[src/logic/cache_pkg.sv]
// shared types for the split L1 tag model: widths, command ops, line, command and result words
package cache_pkg;

    localparam int TAG_W   = 12;  // tag bits kept per line
    localparam int LRU_W   = 3;   // enough for 8 ways
    localparam int WAY_W   = 3;   // way number as reported in a result
    localparam int INDEX_W = 8;   // index field in the command word

    typedef logic [TAG_W-1:0]   tag_t;
    typedef logic [LRU_W-1:0]   lru_t;
    typedef logic [WAY_W-1:0]   way_t;
    typedef logic [INDEX_W-1:0] index_t;

    // command opcodes, low nibble of the write word
    typedef enum logic [3:0] {
        OP_DREAD  = 4'd0,
        OP_DWRITE = 4'd1,
        OP_IFETCH = 4'd2,
        OP_INVAL  = 4'd3,
        OP_CLEAR  = 4'd8
    } op_t;

    // one way of one set, 16 bits
    typedef struct packed {
        logic valid;
        tag_t tag;
        lru_t lru;  // 0 is most recent
    } line_t;

    // write word layout: tag in 23:12, index in 11:4, op in 3:0
    typedef struct packed {
        tag_t   tag;
        index_t index;
        op_t    op;
    } cmd_t;

    // outcome of the last lookup, 17 bits
    typedef struct packed {
        logic hit;
        way_t way;        // hit way or victim way
        logic evicted;    // victim held a valid line
        tag_t evict_tag;  // old tag of the victim, 0 when nothing left
    } result_t;

endpackage
[src/logic/cache_wb_slave.sv]
// wishbone classic front end that decodes cache commands, sequences one lookup and keeps the result
`timescale 1ns/1ps

module cache_wb_slave
    import cache_pkg::*;
#(
    parameter int SET_BITS = 4
) (
    input  logic        clk,
    input  logic        rst_n_i,
    input  logic        wb_cyc_i,
    input  logic        wb_stb_i,
    input  logic        wb_we_i,
    input  logic        wb_adr_i,
    input  logic [31:0] wb_dat_i,
    input  result_t     res_d_i,
    input  result_t     res_i_i,
    output logic [31:0] wb_dat_o,
    output logic        wb_ack_o,
    output cmd_t        cmd_o,
    output logic        req_d_o,
    output logic        req_i_o,
    output logic        clear_o
);

    typedef enum logic [1:0] {
        IDLE,
        LOOKUP,  // set is valid, engine result is taken
        UPDATE,  // clear or unknown op
        ACK
    } state_t;

    localparam index_t IDX_MASK = index_t'((1 << SET_BITS) - 1);

    state_t  state_q;
    state_t  state_d;
    cmd_t    cmd_raw;
    cmd_t    cmd_in;
    cmd_t    cmd_q;
    result_t result_q;
    logic    accept;
    logic    cmd_wr;
    logic    ifetch_q;

    assign accept = wb_cyc_i && wb_stb_i;
    assign cmd_wr = accept && wb_we_i && !wb_adr_i;  // address 0 takes commands

    assign cmd_raw = cmd_t'(wb_dat_i[$bits(cmd_t)-1:0]);

    always_comb begin
        cmd_in       = cmd_raw;
        cmd_in.index = cmd_raw.index & IDX_MASK;  // drop index bits above the set count
    end

    // idle passes the word through so the tag store address registers in cycle 0
    assign cmd_o    = (state_q == IDLE) ? cmd_in : cmd_q;
    assign ifetch_q = (cmd_q.op == OP_IFETCH);  // instruction side selected

    always_comb begin
        state_d = state_q;
        case (state_q)
            IDLE: begin
                if (cmd_wr) begin
                    case (cmd_in.op)
                        OP_DREAD, OP_DWRITE, OP_IFETCH, OP_INVAL: state_d = LOOKUP;
                        default:                                  state_d = UPDATE;
                    endcase
                end else if (accept) begin
                    state_d = ACK;  // result read, one cycle
                end
            end
            LOOKUP:  state_d = ACK;
            UPDATE:  state_d = ACK;
            ACK:     state_d = IDLE;
            default: state_d = IDLE;
        endcase
    end

    always_ff @(posedge clk or negedge rst_n_i) begin
        if (!rst_n_i) begin
            state_q  <= IDLE;
            result_q <= '0;
        end else begin
            state_q <= state_d;
            if (state_q == LOOKUP) begin
                result_q <= ifetch_q ? res_i_i : res_d_i;  // only the strobed side
            end
        end
    end

    always_ff @(posedge clk) begin
        if (state_q == IDLE && cmd_wr) begin
            cmd_q <= cmd_in;
        end
    end

    assign req_d_o = (state_q == LOOKUP) && !ifetch_q;
    assign req_i_o = (state_q == LOOKUP) && ifetch_q;
    assign clear_o = (state_q == UPDATE) && (cmd_q.op == OP_CLEAR);  // unknown ops fall through

    assign wb_ack_o = (state_q == ACK);
    assign wb_dat_o = {{(32 - $bits(result_t)){1'b0}}, result_q};

endmodule

[config.mk]
export PLATFORM = sky130hd
export DESIGN_NAME = cache_wb_slave
export DESIGN_NICKNAME = d
export VERILOG_FILES = /design/src/logic/cache_pkg.sv /design/src/logic/cache_wb_slave.sv
export SDC_FILE = /design/constraint.sdc
export NUM_CORES = 1
export LEC_CHECK = 0
export BUFFER_PORTS_ARGS = -buffer_cell sky130_fd_sc_hd__buf_2
export CORE_AREA = 2 2 70 72
export DETAILED_ROUTE_END_ITERATION = 10
export DIE_AREA = 0 0 72 74
export GPL_TIMING_DRIVEN = 0
export PLACE_DENSITY = 0.82
export RECOVER_POWER = 50
export SYNTH_ARGS = -nofsm -noshare
export SYNTH_HDL_FRONTEND = slang
export SYNTH_SLANG_ARGS = --single-unit
[constraint.sdc]
create_clock -name clk -period 3.7 [get_ports clk]
set_clock_uncertainty 0.05 [all_clocks]
set_input_delay 0.74 -clock clk [delete_from_list [all_inputs] [get_ports clk]]
set_output_delay 0.74 -clock clk [all_outputs]
set_load 0.01 [all_outputs]
# Word-level counts from Yosys, hierarchy flattened
# Index checks and enable logic that the tools add are counted.
totals:
  out_inout_bits: 60
  n_memories: 0
  ram_bits: 0
  romBits: 0
  ff_bits: 39
  latchBits: 0
  input_bits: 72
  word_cells: 36
op_classes:
  n_shift: 0
  bitwise: 0
  eq_ne: 9
  mux: 6
  mul: 0
  magnitude_cmp: 0
  n_reduce_logical: 13
  add_sub_neg: 0
  n_div: 0
ops:
  columns: ["operator", "count"]
  rows:
  - ["24-bit 2-to-1 mux", 1]
  - ["17-bit 2-to-1 mux", 1]
  - ["4-bit by 2-bit == test with 1-bit output, second input constant", 3]
  - ["1-bit logical AND", 7]
  - ["2-bit 2-to-1 mux", 3]
  - ["2-bit one-hot mux with 3 select lines", 1]
  - ["2-bit == test, second input constant", 2]
  - ["4-bit by 1-bit == test with 1-bit output, second input constant", 1]
  - ["4-bit == test, second input constant", 1]
  - ["4-bit logical NOT", 1]
  - ["4-bit OR reduction", 1]
  - ["3-bit inequality test, second input constant", 1]
  - ["2-bit by 1-bit == test with 1-bit output, second input constant", 1]
  - ["1-bit logical NOT", 2]
  - ["2-bit logical NOT", 1]
  - ["2-bit OR reduction", 1]

# Longest topological paths before layout
depth:
  word_depth: 5
  ltp_mapped: 6

# Least setup slack after synthesis
# Ideal clock, no wire load.
synth_path:
  path_kind: "register to output"
  startpoint: "register state_q[0]"
  endpoint: "output cmd_o[0] in the netlist's numbering"
  arrival_ns: 1.426
  path_slack_ns: 1.484
  path_stages_with_launch: 5
  required_ns: 2.910
  cell_sequence: "dfrtp_1 > inv_1 > ha_1 > buf_1 > mux2_2"
synth_lines:
  columns: ["item", "line", "text"]
  rows:
  - ["start, declared", "cache_wb_slave.sv:35", "state_t state_q;"]
  - ["start signal, assigned", "cache_wb_slave.sv:84", "state_q <= state_d;"]
  - ["end, declared", "cache_wb_slave.sv:20", "output cmd_t cmd_o,"]

# Final worst setup path
layout_path:
  startpoint: "register state_q[1]"
  endpoint: "output req_i_o"
layout_via:
  elab_chain_cells: 2
layout_lines:
  columns: ["item", "line", "text"]
  rows:
  - ["2-bit by 1-bit == test with 1-bit output", "cache_wb_slave.sv:98", "assign req_i_o = (state_q == LOOKUP) && ifetch_q;"]
  - ["1-bit logical AND", "cache_wb_slave.sv:98", null]
  - ["end, declared", "cache_wb_slave.sv:22", "output logic req_i_o,"]
# Every way passes these cells.

==> impl_metrics.env <==
export IMPL_num_vias=1510
export IMPL_finalWeightedCongestion=0.677
export IMPL_viasPerCell=4.69
export IMPL_drt_iter0_drc=43
export IMPL_routed_wl_um=4080
export IMPL_synth_area_per_cell_um2=13.8
export IMPL_yosysWarnings=0
export IMPL_die_area_um2=5330
export IMPL_hold_end="state_q[1]$_DFFE_PN0P_"
export IMPL_worstHoldPathType="reg -> reg"
export IMPL_rsz0062_at_grt="false"
export IMPL_cts_max_level=2
export IMPL_slew_viol_final=0
export IMPL_ctsResizeCount=0
export IMPL_ant_nets=0
export IMPL_fin_setup_tns_ps=0
export IMPL_yosysTopAreaCellShare_pct=30.6
export IMPL_grt_pass1_wl_um=6080
export IMPL_grt_max_degree=21
export IMPL_clock_sinks=39
export IMPL_slew_headroom_pct=34.3
export IMPL_clk_latency_ps=280
export IMPL_post_route_drc_count=0
export IMPL_n_antenna_cell=0
export IMPL_dp_hpwl_um=3220
export IMPL_synthCells=142
export IMPL_min_from="state_q[1]$_DFFE_PN0P_"
export IMPL_r2r_slack_ps=1330
export IMPL_ys_top_cells_by_count="buf_4 (21), edfxtp_1 (20), mux2_2 (20)"
export IMPL_cts_root_buffer="clkbuf_8"
export IMPL_worstSetupPathType="reg -> out"
export IMPL_drt_pass1_iter_count=4
export IMPL_r2r_start="state_q[1]$_DFFE_PN0P_"
export IMPL_synth_area_leader_cell="edfxtp_1"
export IMPL_yosys_cell_count_top_type="buf_4"
export IMPL_required_ps=2910
export IMPL_grt_pass1_vias=1383
export IMPL_worstHoldPathCells=1
export IMPL_cts_tree="yes"
export IMPL_post_drt_wl_per_cell_um=12.7
export IMPL_final_hold_viol_count=0
export IMPL_startpoint_type="flip-flop"
export IMPL_die_x_um=72
export IMPL_io_buffers=100
export IMPL_maxCapViolations=0
export IMPL_netlist_area_um2=1960
export IMPL_worst_ep_arrival_time_ps=2140
export IMPL_cts_buffers=5
export IMPL_status="complete, no violations"
export IMPL_core_area_um2=4600
export IMPL_reg2reg_to="cmd_q[2]$_DFFE_PP_"
export IMPL_drive_above_1_share_pct=50.0
export IMPL_peakVddDrop_mv=0.385
export IMPL_hold_ws_ps=519
export IMPL_setup_violations=0
export IMPL_synth_distinct_cells=25
export IMPL_crit_path_end_kind="primary output"
export IMPL_tightest_slew_ps=985
export IMPL_post_cts_buffers=0
export IMPL_yosysSeqAreaShare_pct=54.9
export IMPL_clk_pin_slew_ps=70
export IMPL_clk_path_buf_depth=2
export IMPL_crit_fanout=10
export IMPL_synth_edf_count=20
export IMPL_start_util_pct=42.6
export IMPL_syn_to_final_growth_pct=34.8
export IMPL_ys_dominant_reg_cell="edfxtp_1"
export IMPL_final_nets=344
export IMPL_die_h_um=74
export IMPL_cts_hold_buf=0
export IMPL_overflow=0
export IMPL_grtUsageTotal_pct=15.0
export IMPL_power_leakage_nw=1.25
export IMPL_max_freq_mhz=342
export IMPL_ys_ff_latch=39
export IMPL_synthTopCellsByArea="edfxtp_1 (31%), dfrtp_1 (24%), mux2_2 (11%)"
export IMPL_pin_count=132
export IMPL_synthArstFlopShare_pct=48.7
export IMPL_antenna_found_initial=0
export IMPL_period_share_pct=79.1
export IMPL_rows=25
export IMPL_pwr_density_cell_nw_per_um2=628
export IMPL_fin_crit_ps=2930
export IMPL_reg2regPathDepth=4
-- worst max path at each step --
stage	start	to	slack (ps)	depth (start not counted)
CTS	state_q[1]$_DFFE_PN0P_	cmd_o[0]	830	5
floorplan	state_q[0]$_DFFE_PN0P_	cmd_o[0]	1480	4
global route	state_q[1]$_DFFE_PN0P_	req_i_o	550	6
detailed placement	state_q[1]$_DFFE_PN0P_	cmd_o[0]	1160	5
finish	state_q[1]$_DFFE_PN0P_	req_i_o	770	6
global placement	state_q[1]$_DFFE_PN0P_	cmd_o[0]	1180	5
-- per-stage QoR --
stage	cells	power, mW	worst slack (ps)	utilization (%)	cell area (um^2)
after floorplan	160	1.17	1480	-	2030
after global placement	314	1.42	1180	56.5	2600
after detailed placement	314	1.44	1160	56.5	2600
after CTS	322	1.71	830	58.2	2680
after global routing	322	1.79	552	57.5	2640
final	322	1.66	775	57.5	2640
-- metal layers --
layer  up-vias  wire (um)  GRT usage [%]
li1        737          -              -
met1       695       1680           17.9
met2        76       2000           25.9
met3         2        379           5.01
met4         0         21           4.40
met5         -          0              0
-- cell families (layout without fill, tap and decap cells) --
| family | count (synthesis) | count (layout) | share of synthesized area [%] |
|---|---|---|---|
| muxes | 20 | 20 | 11.5 |
| buffers and inverters | 28 | 136 | 10.3 |
| AOI/OAI and AO/OA | 20 | 20 | 10.5 |
| adders and majority gates | 5 | 5 | 3.19 |
| DFF | 39 | 39 | 54.9 |
| other | 1 | 19 | 0.191 |
| and+or+nand+nor | 29 | 29 | 9.44 |
-- area by class of cell --
| cell class | count | area, um^2 |
|---|---|---|
| plain buffers | 26 | 191 |
| clock buffers | 6 | 72.6 |
| repair buffers | 100 | 470 |
| flip-flops and latches | 39 | 1080 |
| multi-input cells | 93 | 749 |
| well taps | 54 | 67.6 |
| clock inverters | 2 | 8.76 |
| inverters | 2 | 7.51 |
| fillers | 417 | 1950 |
-- cells in the final DEF, fill, tap and decap left out, types with 2 or more instances in the layout --
master     n
clkbuf_1  27
buf_4     20
nor2b_1   18
dfrtp_1   19
buf_1      2
ha_1       5
a221o_2    8
buf_2     76
nor2_1     3
clkbuf_8   5
a22o_1     2
edfxtp_1  20
mux2_2    20
conb_1    19
inv_1      2
a221o_1    9
-- report_power, final --
part | leakage, nW | internal (mW) | switching [mW]
Sequential | 0.414 | 0.566 | 0.0511
Clock | 0.0426 | 0.129 | 0.134
Combinational | 0.790 | 0.399 | 0.380
-- flip-flops by register name, summed over array words and instances, names as in the netlist --
| signal | count |
|---|---|
| state_q | 2 |
| wb_dat_o | 17 |
| cmd_q | 20 |
-- critical path, cell delays in order (launching register included) --
cell	delay [ps]
dfrtp_1	410
inv_1	130
ha_1	370
and2_2	200
clkbuf_1	350
buf_4	250
buf_2	140
Power figures use the tool's default switching activity.
