==> src/logic/cache_pkg.sv <==
// shared types for the split L1 tag model: widths, command ops, line, command and result words
package cache_pkg;

    localparam int TAG_W   = 12;  // tag bits kept per line
    localparam int LRU_W   = 3;   // enough for 8 ways
    localparam int WAY_W   = 3;   // way number as reported in a result
    localparam int INDEX_W = 8;   // index field in the command word

    typedef logic [TAG_W-1:0]   tag_t;
    typedef logic [LRU_W-1:0]   lru_t;
    typedef logic [WAY_W-1:0]   way_t;
    typedef logic [INDEX_W-1:0] index_t;

    // command opcodes, low nibble of the write word
    typedef enum logic [3:0] {
        OP_DREAD  = 4'd0,
        OP_DWRITE = 4'd1,
        OP_IFETCH = 4'd2,
        OP_INVAL  = 4'd3,
        OP_CLEAR  = 4'd8
    } op_t;

    // one way of one set, 16 bits
    typedef struct packed {
        logic valid;
        tag_t tag;
        lru_t lru;  // 0 is most recent
    } line_t;

    // write word layout: tag in 23:12, index in 11:4, op in 3:0
    typedef struct packed {
        tag_t   tag;
        index_t index;
        op_t    op;
    } cmd_t;

    // outcome of the last lookup, 17 bits
    typedef struct packed {
        logic hit;
        way_t way;        // hit way or victim way
        logic evicted;    // victim held a valid line
        tag_t evict_tag;  // old tag of the victim, 0 when nothing left
    } result_t;

endpackage
==> src/logic/lru_update.sv <==
// hit check, victim choice, true-LRU aging and fill or invalidate for one set of one cache
`timescale 1ns/1ps

module lru_update
    import cache_pkg::*;
#(
    parameter int WAYS = 8
) (
    input  cmd_t              cmd_i,
    input  logic              req_i,
    input  line_t [WAYS-1:0]  set_i,
    output line_t [WAYS-1:0]  set_o,
    output logic              wr_en_o,
    output result_t           res_o
);

    localparam int   SEL_W  = $clog2(WAYS);
    localparam lru_t OLDEST = lru_t'(WAYS - 1);

    logic             hit;
    logic [SEL_W-1:0] hit_way;
    logic             any_inv;
    logic [SEL_W-1:0] inv_way;
    logic [SEL_W-1:0] old_way;
    logic [SEL_W-1:0] victim;
    logic [SEL_W-1:0] sel_way;
    lru_t             sel_lru;
    logic             inval;

    assign inval = (cmd_i.op == OP_INVAL);

    // at most one valid way can match
    always_comb begin
        hit     = 1'b0;
        hit_way = '0;
        for (int w = 0; w < WAYS; w++) begin
            if (set_i[w].valid && set_i[w].tag == cmd_i.tag) begin
                hit     = 1'b1;
                hit_way = SEL_W'(w);
            end
        end
    end

    always_comb begin
        any_inv = 1'b0;
        inv_way = '0;
        old_way = '0;
        for (int w = WAYS - 1; w >= 0; w--) begin  // walk down so the lowest invalid way wins
            if (!set_i[w].valid) begin
                any_inv = 1'b1;
                inv_way = SEL_W'(w);
            end
            if (set_i[w].lru == OLDEST) begin
                old_way = SEL_W'(w);
            end
        end
    end

    assign victim  = any_inv ? inv_way : old_way;
    assign sel_way = hit ? hit_way : victim;
    assign sel_lru = set_i[sel_way].lru;

    always_comb begin
        set_o = set_i;
        if (inval) begin
            if (hit) begin
                set_o[sel_way].valid = 1'b0;  // lru order kept as is
            end
        end else begin
            // everything more recent than the selected way moves back one place
            for (int w = 0; w < WAYS; w++) begin
                if (set_i[w].lru < sel_lru) begin
                    set_o[w].lru = set_i[w].lru + 1'b1;
                end
            end
            set_o[sel_way].valid = 1'b1;
            set_o[sel_way].tag   = cmd_i.tag;
            set_o[sel_way].lru   = '0;
        end
    end

    assign wr_en_o = req_i && !(inval && !hit);  // an invalidate miss leaves the set alone

    always_comb begin
        res_o           = '0;
        res_o.hit       = hit;
        res_o.way       = way_t'(sel_way);
        res_o.evicted   = !hit && !inval && set_i[victim].valid;
        res_o.evict_tag = res_o.evicted ? set_i[victim].tag : '0;
    end

endmodule

==> config.mk <==
export PLATFORM = sky130hd
export DESIGN_NAME = lru_update
export DESIGN_NICKNAME = d
export VERILOG_FILES = /design/src/logic/cache_pkg.sv /design/src/logic/lru_update.sv
export SDC_FILE = /design/constraint.sdc
export NUM_CORES = 1
export LEC_CHECK = 0
export BUFFER_PORTS_ARGS = -buffer_cell sky130_fd_sc_hd__buf_2
export CAP_MARGIN = 25
export CORE_AREA = 2 2 118 120
export DETAILED_ROUTE_END_ITERATION = 6
export DIE_AREA = 0 0 120 122
export PLACE_DENSITY = 0.69
export SYNTH_ARGS = -nofsm -noshare
export SYNTH_HDL_FRONTEND = slang
export SYNTH_SLANG_ARGS = --single-unit
==> constraint.sdc <==
create_clock -name vclk -period 12.86
set_input_delay 1.286 -clock vclk [all_inputs]
set_output_delay 1.286 -clock vclk [all_outputs]
set_load 0.05 [all_outputs]
Yosys cells after proc, flatten, opt, wreduce, memory -nomap -nowiden
Cells that the tools add are included.
- shift operators: 0
- bitwise gates (word level): 0
- multiplexer cells: 74
- equality and inequality tests: 17
- multipliers: 0
- reduce and logical (&&, ||, !) cells: 16
- divide/modulo/power cells: 0
- order comparisons: 11
- add/subtract/negate cells: 8
- operators with widths (operator ; count):
    $bwmux 128 ; 4
    $mux 128 ; 2
    $demux 16 s3 ; 3
    $mux 3 ; 42
    $bmux 16 s3 ; 2
    $eq 12x12->1 ; 8
    $mux 16 ; 2
    $add 3x1->3 const B ; 8
    $eq 3x3->1 const B ; 8
    $lt 3x3->1 ; 8
    $mux 1 ; 17
    $mux 15 ; 1
    $logic_and 1x1->1 ; 13
    $mux 12 ; 1
    $lt 3x4->1 const B ; 2
    $eq 4x2->1 const B ; 1
    $ge 3x1->1 const B ; 1
    $logic_not 1->1 ; 3
- bits in latches: 0
- output and inout port bits: 146
- memory bits (writable): 0
- memory bits (read-only): 0
- bits in registers: 0
- memories kept: 0
- logic and storage cells: 126
- bits of input ports: 153

Depth between registers and ports, before layout
Gate-level depths: netlist of the first run.
- depth in word-level cells: 20
- gate-level depth with buffers: 21
- gate-level depth less buffers: 18

Worst setup path after synthesis of the first run
Ideal clock, no wire load.
- path type: input to output
- start: input cmd_i[22] (netlist bit)
- end: output set_o[112] (netlist bit)
- buffers on the path: 3
- path slack: 5874 ps
- required time: 11574 ps
- arrival: 5700 ps
- cell stages on the path: 19
- path through: buf_4 -> buf_4 -> xnor2_1 -> nand4_1 -> nor4_2 -> nor4_2 -> inv_2 -> nor3_2 -> inv_2 -> o21a_4 -> inv_2 -> buf_6 -> nor2_1 -> a22oi_1 -> o211ai_1 -> a221oi_1 -> ha_1 -> a211oi_4 -> mux2i_1
- RTL lines (element ; line ; RTL):
    start: declaration ; lru_update.sv:9 ; input cmd_t cmd_i,
    end: declaration ; lru_update.sv:12 ; output line_t [WAYS-1:0] set_o,

==> impl.org, run 1 <==
** Cells and area
- In the final layout, the share of cells above drive strength 1 is 44.90%.
- For this run, the post-layout net count is 1,139.
- End-of-flow core utilization :: 49.31%
- Area used by multi-input combinational logic :: 4798 um2
- Clock Buffer Count :: 0
- From synthesis to final layout, the design area changed by 26.93%.
- Total area of sequential cells :: 0 um2
- After filler insertion, the fill cell instance count of the layout stands at 1,440.
- Num sequential :: 0

** Global route
- All-layer global routing usage :: 27.86%
- Global-route wire length before repair :: 32,860 um
- Entering global routing, the biggest net connects 52 pins.
- Antenna violations before repair :: 0
- Total congestion overflow :: 0
- The via count of the first global-routing pass is 6,071.

** Power
- The analysis attributes to net switching a power of 0.3024 mW.
- Standby leakage power :: 2.999 nW
- Of the total power, the clock network draws 0%.
- Part of the power in combinational logic :: 100.0%
- Register share of total power :: 0%
- IR analysis of the VDD net gives a maximum drop of 0.05277 mV.
- Design internal power :: 0.1398 mW
- In this run switching power makes up 68.38% of total power.
- Dividing total power by cell area gives a power density of 66.41 nW/um2.

** Detailed routing
- Iteration count of the initial detailed-routing pass :: 5
- In the routed layout, each cell is associated on average with a via count of 5.705.
- After detailed routing, the average wire length per cell comes to 19.19 um.
- Via Count :: 6,509
- Violation count after the first detailed-route iteration :: 469
- The routed design has 21,890 um of wire.
- In the routed design, unresolved DRC markers number 0.
- Count of nets left with antenna violations after detail routing :: 0

** Yosys
- Yosys mapped the design onto 65 distinct sky130hd cell types.
- Number of warnings issued by yosys :: 0
- Synthesized netlist net count :: 897
- Largest area contributor in the netlist :: mux2_2
- The synthesized netlist occupies a cell area of 5246 um2.
- Cell types occupying the most area after synthesis :: mux2_2 (21%), xnor2_1 (16%), nand2_1 (6.5%)
- Synthesis produced a netlist whose cell count is 720.
- Post-synthesis sequential area ratio :: 0%
- Dividing the synthesized area by the synthesized cell count gives 7.287 um2.
- The top cell type by area accounts for 20.82% of the synthesized area.

** Timing
- RSZ-0062 raised after global routing :: no
- Worst slew pin tran :: 1.002 ns
- Final hold violations :: 0
- Total negative slack for setup checks :: 0 ns
- Count of pins over their slew limit :: 0
- The final critical path takes up 58.07% of the cycle.
- Hold WS :: 2.954 ns
- Subtracting the final worst setup slack from the clock period gives 7.467 ns.
- Static timing analysis puts the maximum clock frequency at 133.9 MHz.
- Relative slew margins :: 32.96%
- Setup violations remaining at the end of the flow were counted as 0.

** Clocking
- The number of setup buffers added after CTS is 0.
- Gates resized during post-CTS repair numbered 0.
- Number of hold buffers added after CTS :: 0

** Critical path
- CP arrival :: 6.18 ns
- Capturing element type of the critical path :: output port
- Data on the critical path is required at its endpoint by 11.57 ns.
- Maximum cell stage delay along the critical path :: 0.50 ns
- Cell family with the largest share of critical-path delay :: compound AO/OA/AOI/OAI gates
- The critical path goes through buf_2 > xnor2_1 > nand4_1 > nor4_2 > nor4_2 > inv_2 > nor3_2 > inv_2 > o21a_4 > inv_2 > nor2_1 > a22oi_1 > o211ai_1 > a221oi_1 > buf_4 > ha_1 > a211oi_4 > mux2i_1 > buf_2.
- The worst setup path is of the in2out kind.
- Startpoint type of the worst setup path :: primary input
- Along the worst path, the maximum fanout reaches 16.
- Among the stages of the critical path, the cell type that occurs most often is inv_2.
- The largest individual stage delay along the critical path comes from the cell a221oi_1.
- Worst Path Buf+Inv :: 6

** Die
- Number of top-level pins :: 299
- Floorplan Core Area :: 13,500 um2
- Once the floorplan was initialized, standard cells occupied 38.85% of the core.
- The floorplan has 43 rows.
- The die covers 14,640 um2.
- DIE WIDTH :: 120 um
- Die height :: 122 um

** Run
- Max-cap violation count :: 0

** Placed design
- Count of buffers from port buffering :: 291
- Routability cong. :: 0.9645
- The HPWL after detailed placement is 17,990 um.

** Hold path
- Classification of the worst-slack hold path :: in2out

** Outcome
- The flow ran to the end, and the final reports show no timing, DRC or antenna violations.
[placed cells by master (no fill, tap or decap), drive strengths merged, types with 4 or more instances in the layout]
cell type,count
xnor2,96
o2bb2ai,5
o221ai,4
a221oi,5
and2,28
a211oi,28
o21ai,31
a311oi,14
nor4,8
inv,29
o22ai,9
maj3,4
nand4,19
nor2,39
nand3,25
nor3,4
o31ai,4
mux2i,7
mux2,98
a31oi,16
ha,24
or4,6
nand2,91
o21a,7
a21oi,21
buf,300
[synth_stat cells, drive strengths merged (14+ instances only)]
cell type,n
mux2,98
xnor2,96
nand2,91
nor2,39
buf,38
o21ai,31
inv,29
a211oi,28
and2,28
nand3,25
ha,24
clkbuf,22
a21oi,21
nand4,19
a31oi,16
a311oi,14
[power groups by stage]
stage / Sequential, mW / Combinational (mW) / Clock [mW]
global route: 0 / 0.469 / 0
global placement: 0 / 0.437 / 0
floorplan: 0 / 0.330 / 0
CTS: 0 / 0.441 / 0
detailed placement: 0 / 0.440 / 0
finish: 0 / 0.442 / 0.0000000104
[per-stage QoR]
step / power (mW) / area [um2] / instances / setup WS, ns
after floorplan: 0.3302 / 5246 / 720 / 5.874
after global placement: 0.4369 / 6634 / 1137 / 5.480
after detailed placement: 0.4402 / 6656 / 1140 / 5.438
after CTS: 0.4412 / 6656 / 1140 / 5.434
after global routing: 0.4687 / 6656 / 1140 / 5.061
final: 0.4422 / 6659 / 1141 / 5.393
[cell families after synthesis]
family / after synthesis / synth area share, %
multiplexers: 105 / 22.44
buffers and inverters: 89 / 8.896
XOR/XNOR: 96 / 16.03
AND/OR/NAND/NOR: 234 / 22.23
AO/OA/AOI/OAI: 168 / 23.83
adder cells (fa/ha/maj): 28 / 6.582
[final timing paths]
kind / from / to / slack, ns / depth (start not counted)
max: cmd_i[18] / set_o[112] / 5.39 / 19
min: req_i / wr_en_o / 2.95 / 3
[area by class of cell]
| class | instances | share of cell area, % |
|---|---|---|
| multi-input combinational | 631 | 72.06 |
| timing repair buffer | 300 | 22.89 |
| tap | 180 | 3.382 |
| inverter | 29 | 1.635 |
| antenna | 1 | 0.03758 |
[routing by layer]
layer | part of all wire (%) | wire [um] | vias to the layer above | global-route usage [%]
met5 | 0 | 0 | - | 0
met4 | 2.9 | 637 | 0 | 7.574
met3 | 7.3 | 1604 | 40 | 2.575
met1 | 39 | 8595 | 3023 | 34.32
li1 | - | - | 3127 | -
met2 | 51 | 11060 | 319 | 51.49
Note: power is estimated with default switching activity, not from simulation.
==> run 2: changes to the inputs <==
--- a/config.mk
+++ b/config.mk
@@ -7,10 +7,10 @@
 export LEC_CHECK = 0
 export BUFFER_PORTS_ARGS = -buffer_cell sky130_fd_sc_hd__buf_2
 export CAP_MARGIN = 25
-export CORE_AREA = 2 2 118 120
+export CORE_AREA = 2 2 116 118
 export DETAILED_ROUTE_END_ITERATION = 6
-export DIE_AREA = 0 0 120 122
-export PLACE_DENSITY = 0.69
+export DIE_AREA = 0 0 118 120
+export PLACE_DENSITY = 0.71
 export SYNTH_ARGS = -nofsm -noshare
 export SYNTH_HDL_FRONTEND = slang
 export SYNTH_SLANG_ARGS = --single-unit
==> constraint.sdc (replaced) <==
create_clock -name vclk -period 6.95
set_input_delay 0.695 -clock vclk [all_inputs]
set_output_delay 0.695 -clock vclk [all_outputs]
set_load 0.05 [all_outputs]
==> run 2 against run 1 <==
The flow now finishes with violations (DRC). Worst hold slack got worse by 1.2 ns. Setup slack worse by 4.6 ns. Die area is 3.3% lower. Critical path depth fell by 2. Non-clock buffer count up 2. Largest cell class unchanged. Highest routed layer is now met5.
==> impl.org, run 2 (synthesis gave the netlist of run 1 again) <==
** Timing
- Setup violations, final :: 0 (unchanged)
- The final worst slack came to 0.8268 ns (-4.566 ns).
- Max frequency :: 163.3 MHz
- Relative slew margins :: 44.10% (+11 points)
- The aggregate negative setup slack was 0 ns (unchanged).
- RSZ-0062 raised after global routing :: no
- Final hold violations :: 0 (unchanged)
- The transition time at the pin with the least slew margin was 0.8361 ns (-0.1658 ns).
- The smallest clock period supported by the final layout is computed as 6.123 ns.
- Period utilisation layout :: 88.10%
- The number of max-slew violations in the final report came to 0 (unchanged).

** Power
- The total internal power was 0.2603 mW (+86%).
- The fraction of power consumed by combinational cells is 100.0% (about the same).
- Power per unit of standard cell area :: 123.2 nW/um2 (+85%)
- Switch Pwr :: 0.5616 mW (+86%)
- Net switching fraction of the power :: 68.33% (about the same)
- Part of the total power dissipated in the clock network :: 0% (unchanged)
- Standby leakage power :: 3.012 nW (+0.45%)
- Register share of total power :: 0% (unchanged)
- The largest voltage drop on the vdd net came to 0.1519 mV (+190%).

** Cells and area
- Final std cell area, no fill :: 6674 um2 (+0.23%)
- The final cell count without fillers came to 1,138 (-0.26%).
- The storage element area was 0 um2 (unchanged).
- Highest-count cells in the layout ignoring fill and taps :: buf_2 (291), mux2_2 (97), xnor2_1 (96)
- Relative to the synthesized area, the layout overhead comes to 27.21%.
- The net count of the finished layout is 1,141 (+0.18%).
- End-of-flow core utilization :: 51.42% (+2.1 points)
- Num sequential :: 0 (unchanged)
- Fraction of layout cells with a size suffix above 1 :: 45.01% (+0.11 points)
- Clock Buffer Count :: 0 (unchanged)
- The number of antenna diodes was 0 (-1).
- Leading cell type in the layout, fill and taps excluded :: buf_2

** Critical path
- Maximum cell stage delay along the critical path :: 0.49 ns (about the same)
- Most repeated library cell on the critical path :: ha_1
- Number of cells on the critical path :: 17 (-2)
- The most critical setup path has its endpoint at set_o[97].
- The critical path starts at set_i[80].
- Maximum fanout along the worst path :: 16 (unchanged)
- The arrival time of the worst setup path is 5.43 ns (-0.75 ns).
- Required time reported for the critical path endpoint :: 6.25 ns (-5.32 ns)
- STA classifies the critical path startpoint as a primary input.
- CP cell instances :: buf_2 > ha_1 > ha_1 > or4_1 > a31oi_1 > nor2_2 > buf_8 > or4_4 > a211oi_4 > nand2_1 > o211ai_1 > a221oi_1 > buf_4 > ha_1 > a2111oi_4 > o2bb2ai_1 > buf_2
- The worst setup path is of the in2out kind.
- Capturing element type of the critical path :: output port
- Cell family with the largest share of critical-path delay :: compound AO/OA/AOI/OAI gates
- Slowest stage cell on the critical path :: or4_1
- The number of buffer and inverter stages on the critical path came to 4 (-2).

** Global route
- The wire length of the first global-routing pass is 33,390 um (+1.6%).
- All-layer global routing usage :: 28.88% (+1.0 points)
- The initial antenna violation count came to 1 (+1).
- The via count of the first global-routing pass came to 6,149 (+1.3%).
- Total congestion overflow :: 0 (unchanged)
- The pin count of the biggest net entering global routing is 51 (-1.9%).

** Outcome
- Violations in the final reports :: DRC
- The flow ran to the end, but the final reports show violations.

** Detailed routing
- The count of nets left with antenna violations after detail routing is 0 (unchanged).
- The via density per instance was 5.798 (+1.6%).
- The average detailed-routed wire length per instance is 19.30 um (+0.61%).
- The DRC marker count from the first detailed-route iteration was 422 (-10%).
- Via Count :: 6,598 (+1.4%)
- Post-route DRC violation count :: 1 (+1)
- Iteration count of the initial detailed-routing pass :: 7 (+2)
- Routed WL :: 21,970 um (+0.34%)

** Placed design
- Routability cong. :: 0.9670 (+0.26%)
- Count of buffers from port buffering :: 291 (unchanged)
- The post-placement worst setup slack came to 0.9237 ns (-4.514 ns).
- The standard cell area after detailed placement was 6666 um2 (+0.15%).
- The sum of net half-perimeters after detailed placement was 17,880 um (-0.60%).
- The post-placement cell count is 1,137 (-0.26%).

** Die
- The floorplan core area is 12,980 um2 (-3.9%).
- The x dimension of the die came to 118 um (-1.7%).
- Die height :: 120 um (-1.6%)
- The number of cell rows is 42 (-2.3%).
- Die Area :: 14,160 um2 (-3.3%)
- The initial core utilization came to 40.42% (+1.6 points).
- Number of top-level pins :: 299 (unchanged)

** Clocking
- The quantity of hold-fixing buffers added after cts is 0 (unchanged).
- The buffer count from post-CTS setup fixing came to 0 (unchanged).
- The count of cells resized by post-cts repair came to 0 (unchanged).

** Hold path
- Classification of the worst-slack hold path :: in2out

** Run
- The max-cap check violation count is 0 (unchanged).
-- run 2: cell count changes in the layout (fill, tap and decap cells not counted) --
cell	previous run	this run
diode_2	1	0
buf_8	0	1
buf_4	9	10
-- run 2: cell type report --
class / instances / area (um2)
repair buffers: 302 / 1546
inverters: 29 / 108.9
well taps: 176 / 220.2
fillers: 1359 / 6306
multi-input cells: 631 / 4798
-- run 2: how the worst min path moves through the flow --
stage	startpoint	to	slack, ns	cells past startpoint
finish	req_i	wr_en_o	1.77	3
global route	req_i	wr_en_o	1.79	3
CTS	req_i	wr_en_o	1.78	3
detailed placement	req_i	wr_en_o	1.77	3
global placement	req_i	wr_en_o	1.77	3
floorplan	req_i	wr_en_o	1.65	1
-- run 2: metrics by stage --
stage          hold slack, ns  power (mW)
6_report                1.774      0.8219
2_1_floorplan           1.645      0.6109
3_3_place_gp            1.769      0.8069
4_1_cts                 1.777      0.8163
3_5_place_dp            1.775      0.8145
5_1_grt                 1.795      0.8664
-- run 2: per-layer routing --
metal | share of wire, % | global-route usage [%]
met2 | 51 | 53.60
met5 | 0.046 | 0
met3 | 7.4 | 4.087
met4 | 2.3 | 7.229
met1 | 39 | 34.84
-- run 2: power by group through the flow --
stage / combinational [mW] / sequential (mW) / clock, mW
after global placement: 0.807 / 0 / 0
after detailed placement: 0.815 / 0 / 0
final: 0.822 / 0 / 0
after global routing: 0.866 / 0 / 0
after floorplan: 0.611 / 0 / 0
after CTS: 0.816 / 0 / 0
==> run 3: changes to the inputs <==
--- a/config.mk
+++ b/config.mk
@@ -7,10 +7,10 @@
 export LEC_CHECK = 0
 export BUFFER_PORTS_ARGS = -buffer_cell sky130_fd_sc_hd__buf_2
 export CAP_MARGIN = 25
-export CORE_AREA = 2 2 116 118
+export CORE_MARGIN = 2
+export CORE_UTILIZATION = 40
 export DETAILED_ROUTE_END_ITERATION = 6
-export DIE_AREA = 0 0 118 120
-export PLACE_DENSITY = 0.71
+export PLACE_DENSITY = 0.7
 export SYNTH_ARGS = -nofsm -noshare
 export SYNTH_HDL_FRONTEND = slang
 export SYNTH_SLANG_ARGS = --single-unit
==> run 3 against run 2 <==
The flow now finishes without violations. Clock-buffer cell count did not move. Global-route usage fell by 0.10 points. Final area barely moved. Die area fell by 0.79%. Cell count fell by 0.35%. Non-clock buffer count did not move. First-iteration DRC count fell by 5.7%. Flip-flop and latch count did not move. Maximum frequency fell by 0.35%. Power fell by 0.43%. Utilization rose by 1.0 points. Combinational power fell by 0.5%. Largest cell class unchanged. Highest routed layer unchanged.
==> impl.org, run 3 (synthesis gave the netlist of run 1 again) <==
** Outcome
- The run finished with clean final reports.

** Global route
- The pin count of the biggest net entering global routing is 51 (unchanged).
- The initial antenna violation count was 1 (unchanged).
- The wire length of the first global-routing pass is 33,090 um (-0.89%).
- The residual overflow from global routing was 0 (unchanged).
- All-layer global routing usage :: 28.78% (-0.10 points)
- Vias in the first global route :: 6,121 (-0.46%)

** Cells and area
- Clock Buffer Count :: 0 (unchanged)
- The storage element area is 0 um2 (unchanged).
- The post-route standard cell area excluding fillers came to 6673 um2 (about the same).
- The fraction of final layout cells sized beyond drive strength 1 is 45.01% (unchanged).
- The number of inserted filler cells in the final layout came to 1,352 (-0.52%).
- The net count of the finished layout is 1,141 (unchanged).
- Leading cell type in the layout, fill and taps excluded :: buf_2
- The layout overhead on the synthesized area came to 27.19% (about the same).
- Final std cells w/o fill :: 1,134 (-0.35%)
- The multi-input gate area in the final layout is 4798 um2 (unchanged).
- The number of sequential cells in the layout came to 0 (unchanged).
- Number of antenna cells inserted :: 0 (unchanged)
- In the layout the commonest cells are buf_2 (291), mux2_2 (97), xnor2_1 (96).

** Die
- Floorplan Core Area :: 12,720 um2 (-2.0%)
- The x dimension of the die was 118.5 um (+0.44%).
- Die height :: 118.5 um (-1.2%)
- Die Area :: 14,050 um2 (-0.79%)
- The number of cell rows is 41 (-2.4%).
- The top-level port count was 299 (unchanged).
- Initial standard-cell utilization of the core :: 41.24% (+0.82 points)

** Critical path
- Required time reported for the critical path endpoint :: 6.25 ns (about the same)
- Most repeated library cell on the critical path :: inv_2
- Traced cell by cell, the critical path runs through buf_2 > xnor2_1 > nand4_1 > nor4_2 > nor4_2 > inv_2 > nor3_2 > inv_2 > o21a_4 > inv_2 > nor2_1 > a22oi_1 > o211ai_1 > a221oi_1 > buf_4 > ha_1 > a211oi_4 > mux2i_1 > buf_2.
- On the critical path, the stage with the largest delay is an instance of nor4_2.
- The worst stage delay on the critical path was 0.53 ns (+0.04 ns).
- Worst Path Buf+Inv :: 6 (+2)
- Setup Crit Path Kind :: in2out
- Cell family with the largest share of critical-path delay :: simple AND/OR/NAND/NOR gates
- CP arrival :: 5.45 ns (+0.02 ns)
- The worst setup path is launched from a primary input.
- Capturing element type of the critical path :: output port
- The maximum fanout along the worst path was 16 (unchanged).

** Placed design
- The post-placement cell count is 1,130 (-0.62%).
- The sum of net half-perimeters after detailed placement was 17,760 um (-0.68%).
- Count of buffers from port buffering :: 291 (unchanged)
- The post-placement worst setup slack came to 0.9797 ns (+0.05597 ns).
- The standard cell area after detailed placement was 6635 um2 (-0.47%).
- The global placement routability congestion came to 0.9702 (+0.33%).

** Timing
- The transition time at the pin with the least slew margin was 0.9617 ns (+0.1255 ns).
- The maximum operating frequency came to 162.7 MHz (-0.35%).
- Final min period :: 6.145 ns (+0.02162 ns)
- Count of pins over their slew limit :: 0 (unchanged)
- Setup violations, final :: 0 (unchanged)
- Final hold violations :: 0 (unchanged)
- The minimum hold slack is 1.773 ns (-0.0007900 ns).
- The aggregate negative setup slack came to 0 ns (unchanged).
- The final worst slack is 0.8052 ns (-0.02162 ns).
- The max-slew headroom at the worst pin is 35.89% (-8.2 points).
- The final worst-path cycle share came to 88.41% (+0.31 points).
- Setup repair after global routing left no endpoint under its margin.

** Hold path
- Cells on Worst Hold Path :: 3 (unchanged)
- For hold timing, the worst endpoint is wr_en_o.
- Classification of the worst-slack hold path :: in2out
- The worst hold path begins at req_i.

** Detailed routing
- The first-pass iteration count of the detailed router came to 5 (-2).
- The average detailed-routed wire length per instance came to 19.25 um (-0.30%).
- Violation count after the first detailed-route iteration :: 398 (-5.7%)
- The detailed-route via count is 6,509 (-1.3%).
- The via density per instance is 5.740 (-1.0%).
- Count of nets left with antenna violations after detail routing :: 0 (unchanged)
- Post-route DRC violation count :: 0 (-1)
- Routed WL :: 21,830 um (-0.65%)

** Run
- The max-cap check violation count came to 0 (unchanged).

** Clocking
- Number of resized instances in the post-cts repair step :: 0 (unchanged)
- Number of setup buffers added after CTS :: 0 (unchanged)
- Number of hold buffers added after CTS :: 0 (unchanged)

** Power
- Power per unit of standard cell area :: 122.6 nW/um2 (-0.41%)
- Worst-case vdd ir drop :: 0.1233 mV (-19%)
- The static leakage power is 3.012 nW (about the same).
==> run 3: worst max-delay path by stage <==
stage,start,end,cells after the start
floorplan,cmd_i[22],set_o[112],19
global placement,cmd_i[21],set_o[113],19
detailed placement,cmd_i[18],set_o[112],19
CTS,cmd_i[18],set_o[112],19
global route,cmd_i[18],set_o[112],19
finish,cmd_i[18],set_o[112],19
==> run 3: metal layers <==
| layer | up-vias | global-route usage (%) | routed length [um] |
|---|---|---|---|
| li1 | 3121 | - | - |
| met1 | 3044 | 34.33 | 8612 |
| met2 | 305 | 53.99 | 11160 |
| met3 | 37 | 4.537 | 1581 |
| met4 | 2 | 5.506 | 457 |
| met5 | - | 0 | 20 |
==> run 3: power by group <==
part	internal (mW)	switching, mW
clock	0	0
combinational	0.260	0.558
sequential	0	0
==> run 3: layout make-up <==
cell class                      instances  area share [%]
Inverter                               29           1.631
Multi-Input combinational cell        631           71.91
Tap cell                              172           3.225
Timing Repair Buffer                  302           23.23
==> run 3: metrics by stage <==
step	power, mW	util [%]
floorplan	0.6109	-
global placement	0.8066	52.07
detailed placement	0.8108	52.15
CTS	0.8130	52.15
global route	0.8639	52.45
finish	0.8184	52.45
